===== config.mk =====
export PLATFORM = sky130hd
export DESIGN_NAME = adapterRegisters
export DESIGN_NICKNAME = d
export VERILOG_FILES = /design/src/hw/bridgePkg.sv /design/src/hw/adapterRegisters.sv
export SDC_FILE = /design/constraint.sdc
export NUM_CORES = 1
export LEC_CHECK = 0
export ABC_AREA = 1
export BUFFER_PORTS_ARGS = -buffer_cell sky130_fd_sc_hd__buf_4
export CAP_MARGIN = 20
export CORE_MARGIN = 2
export CORE_UTILIZATION = 54
export DETAILED_ROUTE_END_ITERATION = 8
export PLACE_DENSITY_LB_ADDON = 0.1
export SLEW_MARGIN = 40
export SYNTH_ARGS = -nofsm -noshare
export SYNTH_HDL_FRONTEND = slang
export SYNTH_SLANG_ARGS = --single-unit

===== constraint.sdc =====
create_clock -name clock -period 2.14 [get_ports clock]
set_input_delay 0.107 -clock clock [delete_from_list [all_inputs] [get_ports clock]]
set_output_delay 0.107 -clock clock [all_outputs]
set_load 0.01 [all_outputs]

===== src/hw/bridgePkg.sv =====
package bridgePkg;

	// Width defaults, which the top level can override.
	localparam int NARROW_WIDTH = 16; // Requester word.
	localparam int WORD_RATIO = 4; // Narrow words per line.
	localparam int LINE_ADDRESS_WIDTH = 6;

	localparam int COUNTER_WIDTH = 16; // Event counters saturate at all ones.

	// APB register block.
	localparam int APB_DATA_WIDTH = 32;
	localparam int APB_ADDRESS_WIDTH = 4;

	localparam logic [APB_ADDRESS_WIDTH-1:0] CONTROL_OFFSET = 4'h0;
	localparam logic [APB_ADDRESS_WIDTH-1:0] HIT_COUNT_OFFSET = 4'h4;
	localparam logic [APB_ADDRESS_WIDTH-1:0] MISS_COUNT_OFFSET = 4'h8;
	localparam logic [APB_ADDRESS_WIDTH-1:0] LINE_WRITE_COUNT_OFFSET = 4'hC;

	// Control register bits.
	localparam int HIT_ENABLE_BIT = 0;
	localparam int INVALIDATE_BIT = 1; // Write-one pulse, reads as zero.

endpackage : bridgePkg


===== src/hw/adapterRegisters.sv =====
`timescale 1ns/1ps

module adapterRegisters (
	input logic clock,
	input logic reset,
	input logic psel,
	input logic penable,
	input logic pwrite,
	input logic [bridgePkg::APB_ADDRESS_WIDTH-1:0] paddr,
	input logic [bridgePkg::APB_DATA_WIDTH-1:0] pwdata,
	output logic [bridgePkg::APB_DATA_WIDTH-1:0] prdata,
	output logic pready,
	input logic hitEvent,
	input logic missEvent,
	input logic lineWriteEvent,
	output logic hitEnable,
	output logic invalidate
);

	logic [bridgePkg::COUNTER_WIDTH-1:0] hitCount;
	logic [bridgePkg::COUNTER_WIDTH-1:0] missCount;
	logic [bridgePkg::COUNTER_WIDTH-1:0] lineWriteCount;

	logic writeAccess;

	function automatic logic [bridgePkg::COUNTER_WIDTH-1:0] nextCount(
		input logic [bridgePkg::COUNTER_WIDTH-1:0] count,
		input logic countEvent,
		input logic clear
	);
		if (clear) begin
			return '0;
		end
		if (countEvent && !(&count)) begin
			return count + 1'b1;
		end
		return count; // Saturated or idle.
	endfunction

	assign pready = 1'b1;
	assign writeAccess = psel && penable && pwrite;

	always_ff @(posedge clock) begin
		if (reset) begin
			hitEnable <= 1'b1;
			invalidate <= 1'b0;
			hitCount <= '0;
			missCount <= '0;
			lineWriteCount <= '0;
		end else begin
			invalidate <= 1'b0;
			if (writeAccess && paddr == bridgePkg::CONTROL_OFFSET) begin
				hitEnable <= pwdata[bridgePkg::HIT_ENABLE_BIT];
				invalidate <= pwdata[bridgePkg::INVALIDATE_BIT];
			end
			hitCount <= nextCount(hitCount, hitEvent,
				writeAccess && paddr == bridgePkg::HIT_COUNT_OFFSET);
			missCount <= nextCount(missCount, missEvent,
				writeAccess && paddr == bridgePkg::MISS_COUNT_OFFSET);
			lineWriteCount <= nextCount(lineWriteCount, lineWriteEvent,
				writeAccess && paddr == bridgePkg::LINE_WRITE_COUNT_OFFSET);
		end
	end

	always_comb begin
		prdata = '0;
		case (paddr)
			bridgePkg::CONTROL_OFFSET: prdata[bridgePkg::HIT_ENABLE_BIT] = hitEnable;
			bridgePkg::HIT_COUNT_OFFSET: prdata[bridgePkg::COUNTER_WIDTH-1:0] = hitCount;
			bridgePkg::MISS_COUNT_OFFSET: prdata[bridgePkg::COUNTER_WIDTH-1:0] = missCount;
			bridgePkg::LINE_WRITE_COUNT_OFFSET: prdata[bridgePkg::COUNTER_WIDTH-1:0] = lineWriteCount;
			default: prdata = '0;
		endcase
	end

	accessNeedsSelect: assert property (
		@(posedge clock) disable iff (reset) penable |-> psel
	) else $error("APB penable high without psel.");

endmodule : adapterRegisters


Yosys cells after proc, flatten, opt, wreduce, memory -nomap -nowiden. Cells that the tools add are included.

Register bits after elaboration: 50. Bits of input ports: 44. Output and inout bits: 35. Logic and storage cells: 61.

Add/sub/neg operators: 3. Equality and inequality tests: 3. Muxes and demuxes: 29. Bitwise gates (word level): 1. Reductions and logical operators: 20.

Operators by type and width (number): $mux W16 (12); $add A16 B1 Y16 const B (3); $reduce_and A16 Y1 (3); $pmux W15 S3 (1); $mux W1 (15); $logic_and A1 B1 Y1 (9); $eq A4 B4 Y1 const B (2); $reduce_bool A2 Y1 (3); $eq A4 B3 Y1 const B (1); $logic_not A4 Y1 (1); $pmux W1 S4 (1); $logic_not A1 Y1 (3); $reduce_or A2 Y1 (1); $not A1 Y1 (1).

Logic depth before layout (Yosys ltp).
Word-level depth: 9. Depth in mapped cells: 11. Mapped depth without buffers: 10.

Worst setup path after synthesis. No wires, ideal clock.

Kind: flip-flop to flip-flop. Start: register hitCount[0] (netlist bit). End: register hitCount[14] (netlist bit). Library setup time: 115 ps. Arrival time: 1368 ps. Slack: 657 ps. Stages on the path, launching flop included: 10. Buffers on the path: 1. Cells stage by stage: dfxtp_1 -> ha_1 -> inv_1 -> nor2_1 -> nand2_2 -> nor2_4 -> nor2_4 -> buf_6 -> a21oi_1 -> nor2_1.

Word-level cells in the longest chain between the ends: 7. Elaborated cells on any way between the ends: 11. Those cells by class: add/sub: 1; mux: 6; reduce/logical: 4.

Ends and longest elaborated chain: start: declaration (RTL line adapterRegisters.sv:20) `logic [bridgePkg::COUNTER_WIDTH-1:0] hitCount;`; start signal: assignment (RTL line adapterRegisters.sv:56) `hitCount <= nextCount(hitCount, hitEvent,`; parallel branches: the longest is 7 deep, another holds $add A16 B1 Y16.

Parallel ways; which one is timed is not known. The select of a mux whose other input is x is not followed. A chain may end at the register's enable or synchronous reset.

Worst setup path after layout.
Start: register hitCount[0] (netlist bit). End: register hitCount[11] (netlist bit).

The elaborated chain is that of the path after synthesis.

==> impl_metrics.toml <==
[timing]
setup_ws_ns = 0.451
min_period_ns = 1.69
finalClockSkew_ns = 0.00657
slew_headroom_pct = 58.2
setup_tns_ns = 0
whs_ns = 0.0370
max_slew.worst_pin.slew_ns = 0.627
setup_viol = 0
drv_slew = 0
finalHoldViolCount = 0
fmax_ghz = 0.592
rsz0062_at_grt = "false"
fin_crit_sh_pct = 78.9

[clocking]
clockBufferDepth = 2
postCtsSetupRepairBufs = 0
clk_pin_slew_ns = 0.09
cts_resized = 0
ctsHoldBuffers = 0
cts_tree = "yes"
clock_latency_ns = 0.30
clkSinkCount = 50
htreeDepth = 2
cts-root-buf = "clkbuf_8"
cts_buffers = 5

[hold_path]
min_path_cells = 3
min-delay-start = "pwdata[1]"
hold_path_class = "in -> reg"
holdPathEnd = "invalidate"

[pwr]
p_per_area_nw_per_um2 = 460
leakage_nw = 1.64
total_power_mw = 1.63
irDropWorstVdd_uv = 292

[critical_path]
r2r_cells = 10
crit_fanout = 17
cp-start-kind = "flop"
r2r_slack_ns = 0.45
r2r-end = "hitCount[11]"
worst_setup_path_end_kind = "flop"
arrival_ns = 1.94
critical_path_class = "reg -> reg"
rr_startpoint = "hitCount[0]"
critPathRequiredTime_ns = 2.39

[route]
vias = 3224
antenna_left = 0
drc_errors = 0
dr.pass1.iters = 5
wl_per_cell_um = 11.8
drtIter0Drc = 153
drt-total-wl_mm = 7.63
routed_via_density = 4.98

[synth]
synthTopCellsByArea = "dfxtp_1 (31%), nand2_1 (19%), nor2_1 (12%)"
synth.ff_latch_count = 50
yosys-top-cells-count = "nand2_1 (168), nor2_1 (108), inv_1 (82)"
yosysMostFrequentCell = "nand2_1"
synthFlopType = "dfxtp_1"
yosysSeqAreaShare_pct = 30.7
synth.largest_area_cell = "dfxtp_1"
syn_inst = 544
netlist_area_um2 = 3260
synth_cell_types = 28
synth_top_area_share_pct = 30.7
async_flop_share_pct = 0
ys_warn_count = 0
avgSynthCellArea_um2 = 5.99
synth-edff-count = 0

[grt]
globalRouteOverflowTotal = 0
grtUsageTotal_pct = 23.8
grt_pass1_vias = 2776
antenna_found_initial = 0
grt_max_degree = 18
grt_pass1_wl_mm = 12.4

[cells_and_area]
fillCellCount = 599
final_cells = 648
drive_gt1_share_pct = 10.5
diodes = 0
postLayoutCoreUtil_pct = 60.2
stdcell_area_um2 = 3540
syn2layout_area_growth_pct = 8.72
fin_nets = 620

[run_status]
status = "finished clean"

[place]
hpwl_mm = 6.03
routabilityCongestion = 0.884
placed_cell_area_um2 = 3470
io_buffers = 31
place_ws_ns = 0.485
dpl.cell_count = 641

[floorplanning]
fp.coreArea_um2 = 5890
rows = 28
dieHeight_um = 81.7
die_area_um2 = 6670
start_util_pct = 55.4
fp.dieW_um = 81.7
io_pins = 79

[run]
maxCapViolations = 0
==> flip-flops by register name, indices dropped and copies added (netlist names) <==
register,cells
lineWriteCount,16
hitCount,16
missCount,16
hitEnable,1
invalidate,1
==> kinds of logic after synthesis <==
logic type	Yosys count	share of synthesized area (%)
adders and majority gates	3	1.15
and+or+nand+nor	339	43.7
DFF	50	30.7
xor gates and xnor gates	1	0.269
AOI/OAI and AO/OA	39	8.45
buffers and inverters	110	15.5
other	2	0.231
==> routing by layer <==
metal  vias up  global-route usage, %  share of wire, %
met4         0                   8.50               2.4
met5         -                      0                 0
li1       1706                      -                 -
met1      1434                   32.2                48
met3        12                   3.63               4.6
met2        72                   38.6                45
==> power by group <==
part	total, mW	internal (mW)	switching (mW)
logic	0.141	0.0463	0.0948
clock network	0.534	0.226	0.308
registers	0.955	0.941	0.0143
total	1.63	1.21	0.417
==> worst max path at each step <==
stage	startpoint	endpoint	slack, ns	cells past startpoint
after floorplan	hitCount[0]	hitCount[14]	0.66	9
after global placement	paddr[3]	hitCount[1]	0.51	7
after detailed placement	hitCount[0]	hitCount[11]	0.48	10
after CTS	hitCount[0]	hitCount[11]	0.45	10
after global routing	hitCount[0]	hitCount[9]	0.29	10
final	hitCount[0]	hitCount[11]	0.45	10
==> layout make-up <==
cell class	instances	area, um2	area share [%]
multi-input cells	399	1810	51.0
flip-flops and latches	50	1000	28.3
inverters	84	315	8.90
well taps	75	93.8	2.65
clock buffers	7	76.3	2.15
repair buffers	33	248	6.99
==> layout by cell type (no fill, tap or decap), drive strengths merged, types with 2 or more instances in the layout <==
master	count
o21bai	3
nand3	34
a21oi	12
nor3	4
nand2	172
clkbuf	7
nor2	117
ha	3
nand4	11
inv	84
o211ai	2
o21ai	9
conb	17
dfxtp	50
o221ai	12
buf	33
==> critical path, stage by stage (launching register included) <==
cell and delay [ns]:
dfxtp_1 0.38, ha_1 0.26, inv_1 0.08, nor2_1 0.07
nand2_2 0.10, nor2_4 0.05, nor2_4 0.33, nand2_1 0.13
nand2_1 0.08, nand2_1 0.04, nor2_1 0.09
Note: power is estimated with default switching activity, not from simulation.
