<file path="src/hw/bridgePkg.sv">
package bridgePkg;

	// Width defaults, which the top level can override.
	localparam int NARROW_WIDTH = 16; // Requester word.
	localparam int WORD_RATIO = 4; // Narrow words per line.
	localparam int LINE_ADDRESS_WIDTH = 6;

	localparam int COUNTER_WIDTH = 16; // Event counters saturate at all ones.

	// APB register block.
	localparam int APB_DATA_WIDTH = 32;
	localparam int APB_ADDRESS_WIDTH = 4;

	localparam logic [APB_ADDRESS_WIDTH-1:0] CONTROL_OFFSET = 4'h0;
	localparam logic [APB_ADDRESS_WIDTH-1:0] HIT_COUNT_OFFSET = 4'h4;
	localparam logic [APB_ADDRESS_WIDTH-1:0] MISS_COUNT_OFFSET = 4'h8;
	localparam logic [APB_ADDRESS_WIDTH-1:0] LINE_WRITE_COUNT_OFFSET = 4'hC;

	// Control register bits.
	localparam int HIT_ENABLE_BIT = 0;
	localparam int INVALIDATE_BIT = 1; // Write-one pulse, reads as zero.

endpackage : bridgePkg

</file>
<file path="src/hw/widthAdapter.sv">
`timescale 1ns/1ps

module widthAdapter #(
	parameter int narrowWidth = bridgePkg::NARROW_WIDTH,
	parameter int wordRatio = bridgePkg::WORD_RATIO,
	parameter int lineAddressWidth = bridgePkg::LINE_ADDRESS_WIDTH,
	localparam int wordIndexWidth = $clog2(wordRatio),
	localparam int addressWidth = lineAddressWidth + wordIndexWidth,
	localparam int lineWidth = narrowWidth * wordRatio
) (
	input logic clock,
	input logic reset,
	input logic readEnabled,
	input logic writeEnabled,
	input logic [addressWidth-1:0] address,
	input logic [narrowWidth-1:0] writeData,
	output logic [narrowWidth-1:0] readData,
	output logic functionComplete,
	input logic hitEnable,
	input logic invalidate,
	output logic memoryRead,
	output logic memoryWrite,
	output logic [lineAddressWidth-1:0] lineAddress,
	output logic [lineWidth-1:0] lineWriteData,
	input logic [lineWidth-1:0] lineReadData,
	input logic memoryComplete,
	output logic hitEvent,
	output logic missEvent,
	output logic lineWriteEvent
);

	typedef enum logic {
		READ_IDLE,
		READ_WAIT
	} ReadState;

	typedef enum logic {
		WRITE_IDLE,
		WRITE_WAIT
	} WriteState;

	ReadState readState;
	WriteState writeState;

	logic [narrowWidth-1:0] lineBuffer [wordRatio];
	logic [lineAddressWidth-1:0] tag;
	logic bufferValid;

	logic [wordIndexWidth-1:0] wordIndex;
	logic [lineAddressWidth-1:0] requestLine;
	logic readHit;
	logic lastWord;

	assign wordIndex = address[wordIndexWidth-1:0];
	assign requestLine = address[addressWidth-1:wordIndexWidth];
	assign readHit = bufferValid && hitEnable && (tag == requestLine);
	assign lastWord = &wordIndex;

	always_comb begin
		for (int i = 0; i < wordRatio; i++) begin
			lineWriteData[i*narrowWidth +: narrowWidth] = lineBuffer[i];
		end
	end

	always_ff @(posedge clock) begin
		if (reset) begin
			readState <= READ_IDLE;
			writeState <= WRITE_IDLE;
			functionComplete <= 1'b0;
			memoryRead <= 1'b0;
			memoryWrite <= 1'b0;
			hitEvent <= 1'b0;
			missEvent <= 1'b0;
			lineWriteEvent <= 1'b0;
			bufferValid <= 1'b0;
			tag <= '0;
		end else begin
			functionComplete <= 1'b0;
			hitEvent <= 1'b0;
			missEvent <= 1'b0;
			lineWriteEvent <= 1'b0;

			case (readState)
				READ_IDLE: if (readEnabled && !functionComplete) begin // Enable in pulse cycle is stale.
					if (readHit) begin
						readData <= lineBuffer[wordIndex];
						functionComplete <= 1'b1;
						hitEvent <= 1'b1;
					end else begin
						memoryRead <= 1'b1;
						lineAddress <= requestLine;
						readState <= READ_WAIT;
					end
				end
				READ_WAIT: if (memoryComplete) begin
					memoryRead <= 1'b0;
					for (int i = 0; i < wordRatio; i++) begin
						lineBuffer[i] <= lineReadData[i*narrowWidth +: narrowWidth];
					end
					tag <= lineAddress;
					bufferValid <= 1'b1;
					readData <= lineReadData[wordIndex*narrowWidth +: narrowWidth];
					functionComplete <= 1'b1;
					missEvent <= 1'b1;
					readState <= READ_IDLE;
				end
			endcase

			case (writeState)
				WRITE_IDLE: if (writeEnabled && !functionComplete) begin
					if (tag != requestLine) begin
						tag <= requestLine; // New line, old contents no longer apply.
						bufferValid <= 1'b0;
					end
					lineBuffer[wordIndex] <= writeData;
					if (lastWord) begin
						memoryWrite <= 1'b1; // Buffer holds the new word by next cycle.
						lineAddress <= requestLine;
						writeState <= WRITE_WAIT;
					end else begin
						functionComplete <= 1'b1;
					end
				end
				WRITE_WAIT: if (memoryComplete) begin
					memoryWrite <= 1'b0;
					bufferValid <= 1'b1;
					functionComplete <= 1'b1;
					lineWriteEvent <= 1'b1;
					writeState <= WRITE_IDLE;
				end
			endcase

			if (invalidate) begin
				bufferValid <= 1'b0;
			end
		end
	end

	requesterEnablesExclusive: assert property (
		@(posedge clock) disable iff (reset) !(readEnabled && writeEnabled)
	) else $error("Read and write requested together.");

	memoryEnablesExclusive: assert property (
		@(posedge clock) disable iff (reset) !(memoryRead && memoryWrite)
	) else $error("Memory read and write issued together.");

endmodule : widthAdapter

</file>
<file path="config.mk">
export PLATFORM = sky130hd
export DESIGN_NAME = widthAdapter
export DESIGN_NICKNAME = d
export VERILOG_FILES = /design/src/hw/bridgePkg.sv /design/src/hw/widthAdapter.sv
export SDC_FILE = /design/constraint.sdc
export NUM_CORES = 1
export LEC_CHECK = 0
export ABC_AREA = 1
export BUFFER_PORTS_ARGS = -buffer_cell sky130_fd_sc_hd__buf_4
export CORE_MARGIN = 2
export CORE_UTILIZATION = 40
export CTS_CLUSTER_DIAMETER = 80
export DETAILED_ROUTE_END_ITERATION = 7
export PLACE_DENSITY_LB_ADDON = 0.08
export SYNTH_ARGS = -nofsm -noshare
export SYNTH_HDL_FRONTEND = slang
export SYNTH_SLANG_ARGS = --single-unit
</file>
<file path="constraint.sdc">
create_clock -name clock -period 1.85 [get_ports clock]
set_input_delay 0 -clock clock [delete_from_list [all_inputs] [get_ports clock]]
set_output_delay 0 -clock clock [all_outputs]
set_load 0.05 [all_outputs]
</file>
After elaboration in Yosys (flattened, before gate mapping) --
Memories as Yosys holds them, arrays and structs flattened. Cells that the tools add are included.
Word-level totals: flip-flop bits (word level) 37, RAM bits 64, input bits 95, output and inout bits 92, logic and storage cells 88, memories 1
Cells by class: equality and inequality tests 9, shift operators 1, mux-type cells 50, bitwise logic cells 3, reductions and logical operators 12
Memories:
- lineBuffer | depth 4, width 16, read ports 5, clocked after Yosys merged registers in 0, wr ports 5, RTL line widthAdapter.sv:45 | logic [narrowWidth-1:0] lineBuffer [wordRatio];
Operators with widths (number):
- $mux 6 | 11
- $shiftx 64x7->16 | 1
- $mux 16 | 3
- $pmux 16 s2 | 1
- $mux 1 | 28
- $ne 2x2->1 const B | 7
- $pmux 1 s2 | 7
- $eq 6x6->1 | 1
- $ne 6x6->1 | 1
- $reduce_and 3->1 | 2
- $reduce_or 2->1 | 3
- $logic_and 1x1->1 | 4
- $reduce_and 4->1 | 1
- $not 1->1 | 3
- $reduce_and 2->1 | 1
- $logic_not 1->1 | 1

Depth between registers and ports, before layout --
depth in word-level cells 8, mapped depth 9, mapped depth without buffers 9

Least setup slack after synthesis --
OpenSTA, ideal clock, no wires.
kind register to register, from register functionComplete, to memory lineBuffer[3][0] (netlist name), enable pin, setup time 0.372 ns, arrival 1.666 ns, data required time 1.478 ns, setup slack -0.188 ns, stages on the path, launching flop included 9, period minus slack after synthesis 2.038 ns, cell sequence dfxtp_1 inv_1 nand2_1 nor2_4 nand2_4 nor2_2 inv_2 buf_6 nand2_1
RTL lines:
- start, declared | RTL line widthAdapter.sv:18 | output logic functionComplete,
- start signal, assigned | RTL line widthAdapter.sv:69 | functionComplete <= 1'b0;
- start signal, assigned | RTL line widthAdapter.sv:78 | functionComplete <= 1'b0;
- start signal, assigned | RTL line widthAdapter.sv:87 | functionComplete <= 1'b1;
- end, declared | RTL line widthAdapter.sv:45

Worst setup path after layout --
from register tag[3], to register readData[12], enable pin
On the way: word-level cells in the longest chain between the ends 4
Ends and longest elaborated chain:
- start, declared | RTL line widthAdapter.sv:46 | logic [lineAddressWidth-1:0] tag;
- start signal, assigned | RTL line widthAdapter.sv:100 | tag <= lineAddress;
- start signal, assigned | RTL line widthAdapter.sv:112 | tag <= requestLine;
- $eq 6x6->1 | RTL line widthAdapter.sv:56 | assign readHit = bufferValid && hitEnable && (tag == requestLine);
- $logic_and 1x1->1 | RTL line widthAdapter.sv:56
- $ne 2x2->1 (no source line)
- $reduce_and 4->1 (no source line)
- end signal, assigned | RTL line widthAdapter.sv:86 | readData <= lineBuffer[wordIndex];
- end signal, assigned | RTL line widthAdapter.sv:102 | readData <= lineReadData[wordIndex*narrowWidth +: narrowWidth];
- end, declared | RTL line widthAdapter.sv:17 | output logic [narrowWidth-1:0] readData,
No other way between the ends. A chain may end at the register's enable or synchronous reset.

==> results.ini <==
[cells_and_area]
insertedDiodeCount = 0
layout_common_cells = nand2_1 (215), buf_4 (214), edfxtp_1 (86)
stdcell_area_um2 = 7950
area_growth_pct = 48.8
fillers = 1138
layout-drive-gt1-share_pct = 31.0
finalNonFillerCells = 1033
nets = 947
final_common_cell = nand2_1

[global_route]
grt.overflow.total = 0
grtUsageTotal_pct = 24.1
grt_first_pass_wirelength_um = 27000
grt_pass1_vias = 5167
grt_max_degree = 29
antenna_found_initial = 0

[worst_setup_path]
cp-end-kind = flip-flop
cp-start-kind = flip-flop
reg2reg_from = tag[3]$_SDFF_PP0_
r2r_slack_ns = 0.13
critical_path.max_fanout = 8
critical-path-slowest-cell = dfxtp_1
cp.required_ns = 1.90
startpoint = tag[3]$_SDFF_PP0_
cp_slowest_stage_delay_ns = 0.37
reg2reg_to = readData[12]$_DFFE_PP_
path_cells = inv_1 -> nand2_1 -> nand2_1 -> nor2_1 -> nand4_1 -> nor2_1 -> nor2_1 -> nor2_2 -> buf_4
path_class = reg2reg
path_common_cell = nor2_1
crit_arrival_ns = 1.77
r2r_cells = 9

[floorplanning]
rows = 42
die_w_um = 120
io_pins = 187
dieArea_um2 = 14300
start_util_pct = 40.7
die_y_um = 120
core_region_area_um2 = 13100

[run_status]
status = complete, no violations

[place]
gp_congestion = 0.840
io_buffers = 186
post-place-cells = 943
dpl-instance-area_um2 = 6880
place_hpwl_um = 11900

[synthesis]
synth_flop_cell = edfxtp_1
yosys.area.top_type = edfxtp_1
syn_area_um2 = 5340
ys_seq_area_share_pct = 54.0
synth_edf_count = 86
syn_inst = 583
ys_types = 29
syn-num-nets = 678
avgSynthCellArea_um2 = 9.16
synthArstFlopShare_pct = 0
synth_top_area_share_pct = 48.3
synth_warnings = 0
ys_top_cells_by_area = edfxtp_1 (48%), nand2_1 (15%), dfxtp_1 (5.6%)
ys_seq_elements = 101

[sta]
skew_ns = 0.00508
period_needed_ns = 1.72
maxSlewViolCount = 0
max_slew.worst_pin.slew_ns = 0.412
rsz0062_at_grt = no
finalCritPeriodShare_pct = 93.2
worst_hold_slack_ns = 0.0269
maxSlewHeadroom_pct = 72.5
final_hold_viol_count = 0
setup_viol = 0
fmax_ghz = 0.580

[route]
routedWlPerCell_um = 16.8
drc = 0
dr.pass1.iters = 5
drt_iter0_markers = 415
wirelength_um = 17300
ant_nets = 0
vias_per_cell = 5.10
via_count = 5264

[run]
max_cap_viol_count = 0

[clocking]
ctsResizeCount = 0
cts.sinks = 101
htreeDepth = 3
cts_made_buffers = 9
clock_latency_ns = 0.34
cts_root_buffer = clkbuf_16
clk_pin_slew_ns = 0.07
ctsLongestPathBuffers = 2
cts_tree = yes

[hold_path]
whs_endpoint = lineBuffer[3][1]$_DFFE_PP_
min_path_cells = 3
hold_path.class = in2reg
min_from = writeData[1]

[power]
p_per_area_nw_per_um2 = 768
leakage_nw = 3.55
irDropWorstVdd_uv = 546
finalPower_mw = 6.10

[cells in the mapped netlist (10+ instances only)]
library cell and count:
nor2_1 27, dfxtp_1 15, buf_6 11, o21ai_2 16
o21ai_0 45, a22oi_1 22, edfxtp_1 86, clkbuf_8 10
nand3_1 14, nand4_1 16, a41oi_1 10, a21oi_1 14
nand2_1 217, inv_1 43
[cell families (layout without fill, tap and decap cells)]
kind of cell | after synthesis | count (layout) | synth area share (%)
DFF | 101 | 101 | 54.0
AOI/OAI and AO/OA | 117 | 117 | 14.0
and+or+nand+nor | 287 | 287 | 22.7
buffers and inverters | 78 | 352 | 9.32
[registers in the layout (all words and copies together), names as in the netlist]
register          count
memoryRead            1
readState             1
functionComplete      1
writeState            1
lineBuffer           64
tag                   6
readData             16
lineWriteEvent        1
hitEvent              1
missEvent             1
bufferValid           1
lineAddress           6
memoryWrite           1
[area by class of cell]
class                           instances  area, um2  share of cell area, %
Inverter                               47        178                   2.24
Multi-Input combinational cell        404       1970                   24.8
Clock buffer                            9        225                   2.83
Sequential cell                       101       2880                   36.3
Tap cell                              176        220                   2.77
Clock inverter                          7       98.8                   1.24
Timing Repair Buffer                  289       2370                   29.8
[routing by layer]
layer	part of all wire, %	GRT usage [%]	vias up
met5	0	0	-
met4	1.5	6.99	0
met3	8.0	4.13	20
met2	47	39.6	275
met1	43	32.9	2449
li1	-	-	2520
[how the worst max path moves through the flow]
stage                                  to  depth (start not counted)  slack [ns]
6_report           readData[12]$_DFFE_PP_                          9        0.13
5_1_grt            readData[13]$_DFFE_PP_                          9        0.02
4_1_cts            readData[12]$_DFFE_PP_                          9        0.13
3_5_place_dp       readData[11]$_DFFE_PP_                          9        0.15
3_3_place_gp       readData[11]$_DFFE_PP_                          9        0.19
2_1_floorplan  lineBuffer[1][0]$_DFFE_PP_                          6       -0.03
[critical path: cells and delay by family (launching register included)]
kind / cells / cell delay, ns
AND/OR/NAND/NOR: 7 / 0.80
flip-flops: 1 / 0.37
buffers and inverters: 2 / 0.27
[stage by stage]
step	setup TNS (ns)	util [%]	setup slack, ns
final	0	60.5	0.126
after global routing	0	60.5	0.0182
after CTS	0	60.5	0.125
after detailed placement	0	52.4	0.149
after global placement	0	52.4	0.194
after floorplan	-1.08	-	-0.0338
[power breakdown]
| part | leakage (nW) | switching (mW) | internal (mW) |
|---|---|---|---|
| Sequential | 0.915 | 0.0628 | 2.61 |
| Combinational | 2.48 | 0.825 | 0.541 |
| Clock | 0.156 | 0.868 | 1.19 |
[repair_timing]
action | CTS | global route
endpoints found under the setup margin | 0 | 0
hold endpoints to repair | 85 | 0
setup buffers | 0 | 0
hold buffers | 74 | 0
Power figures use the tool's default switching activity.
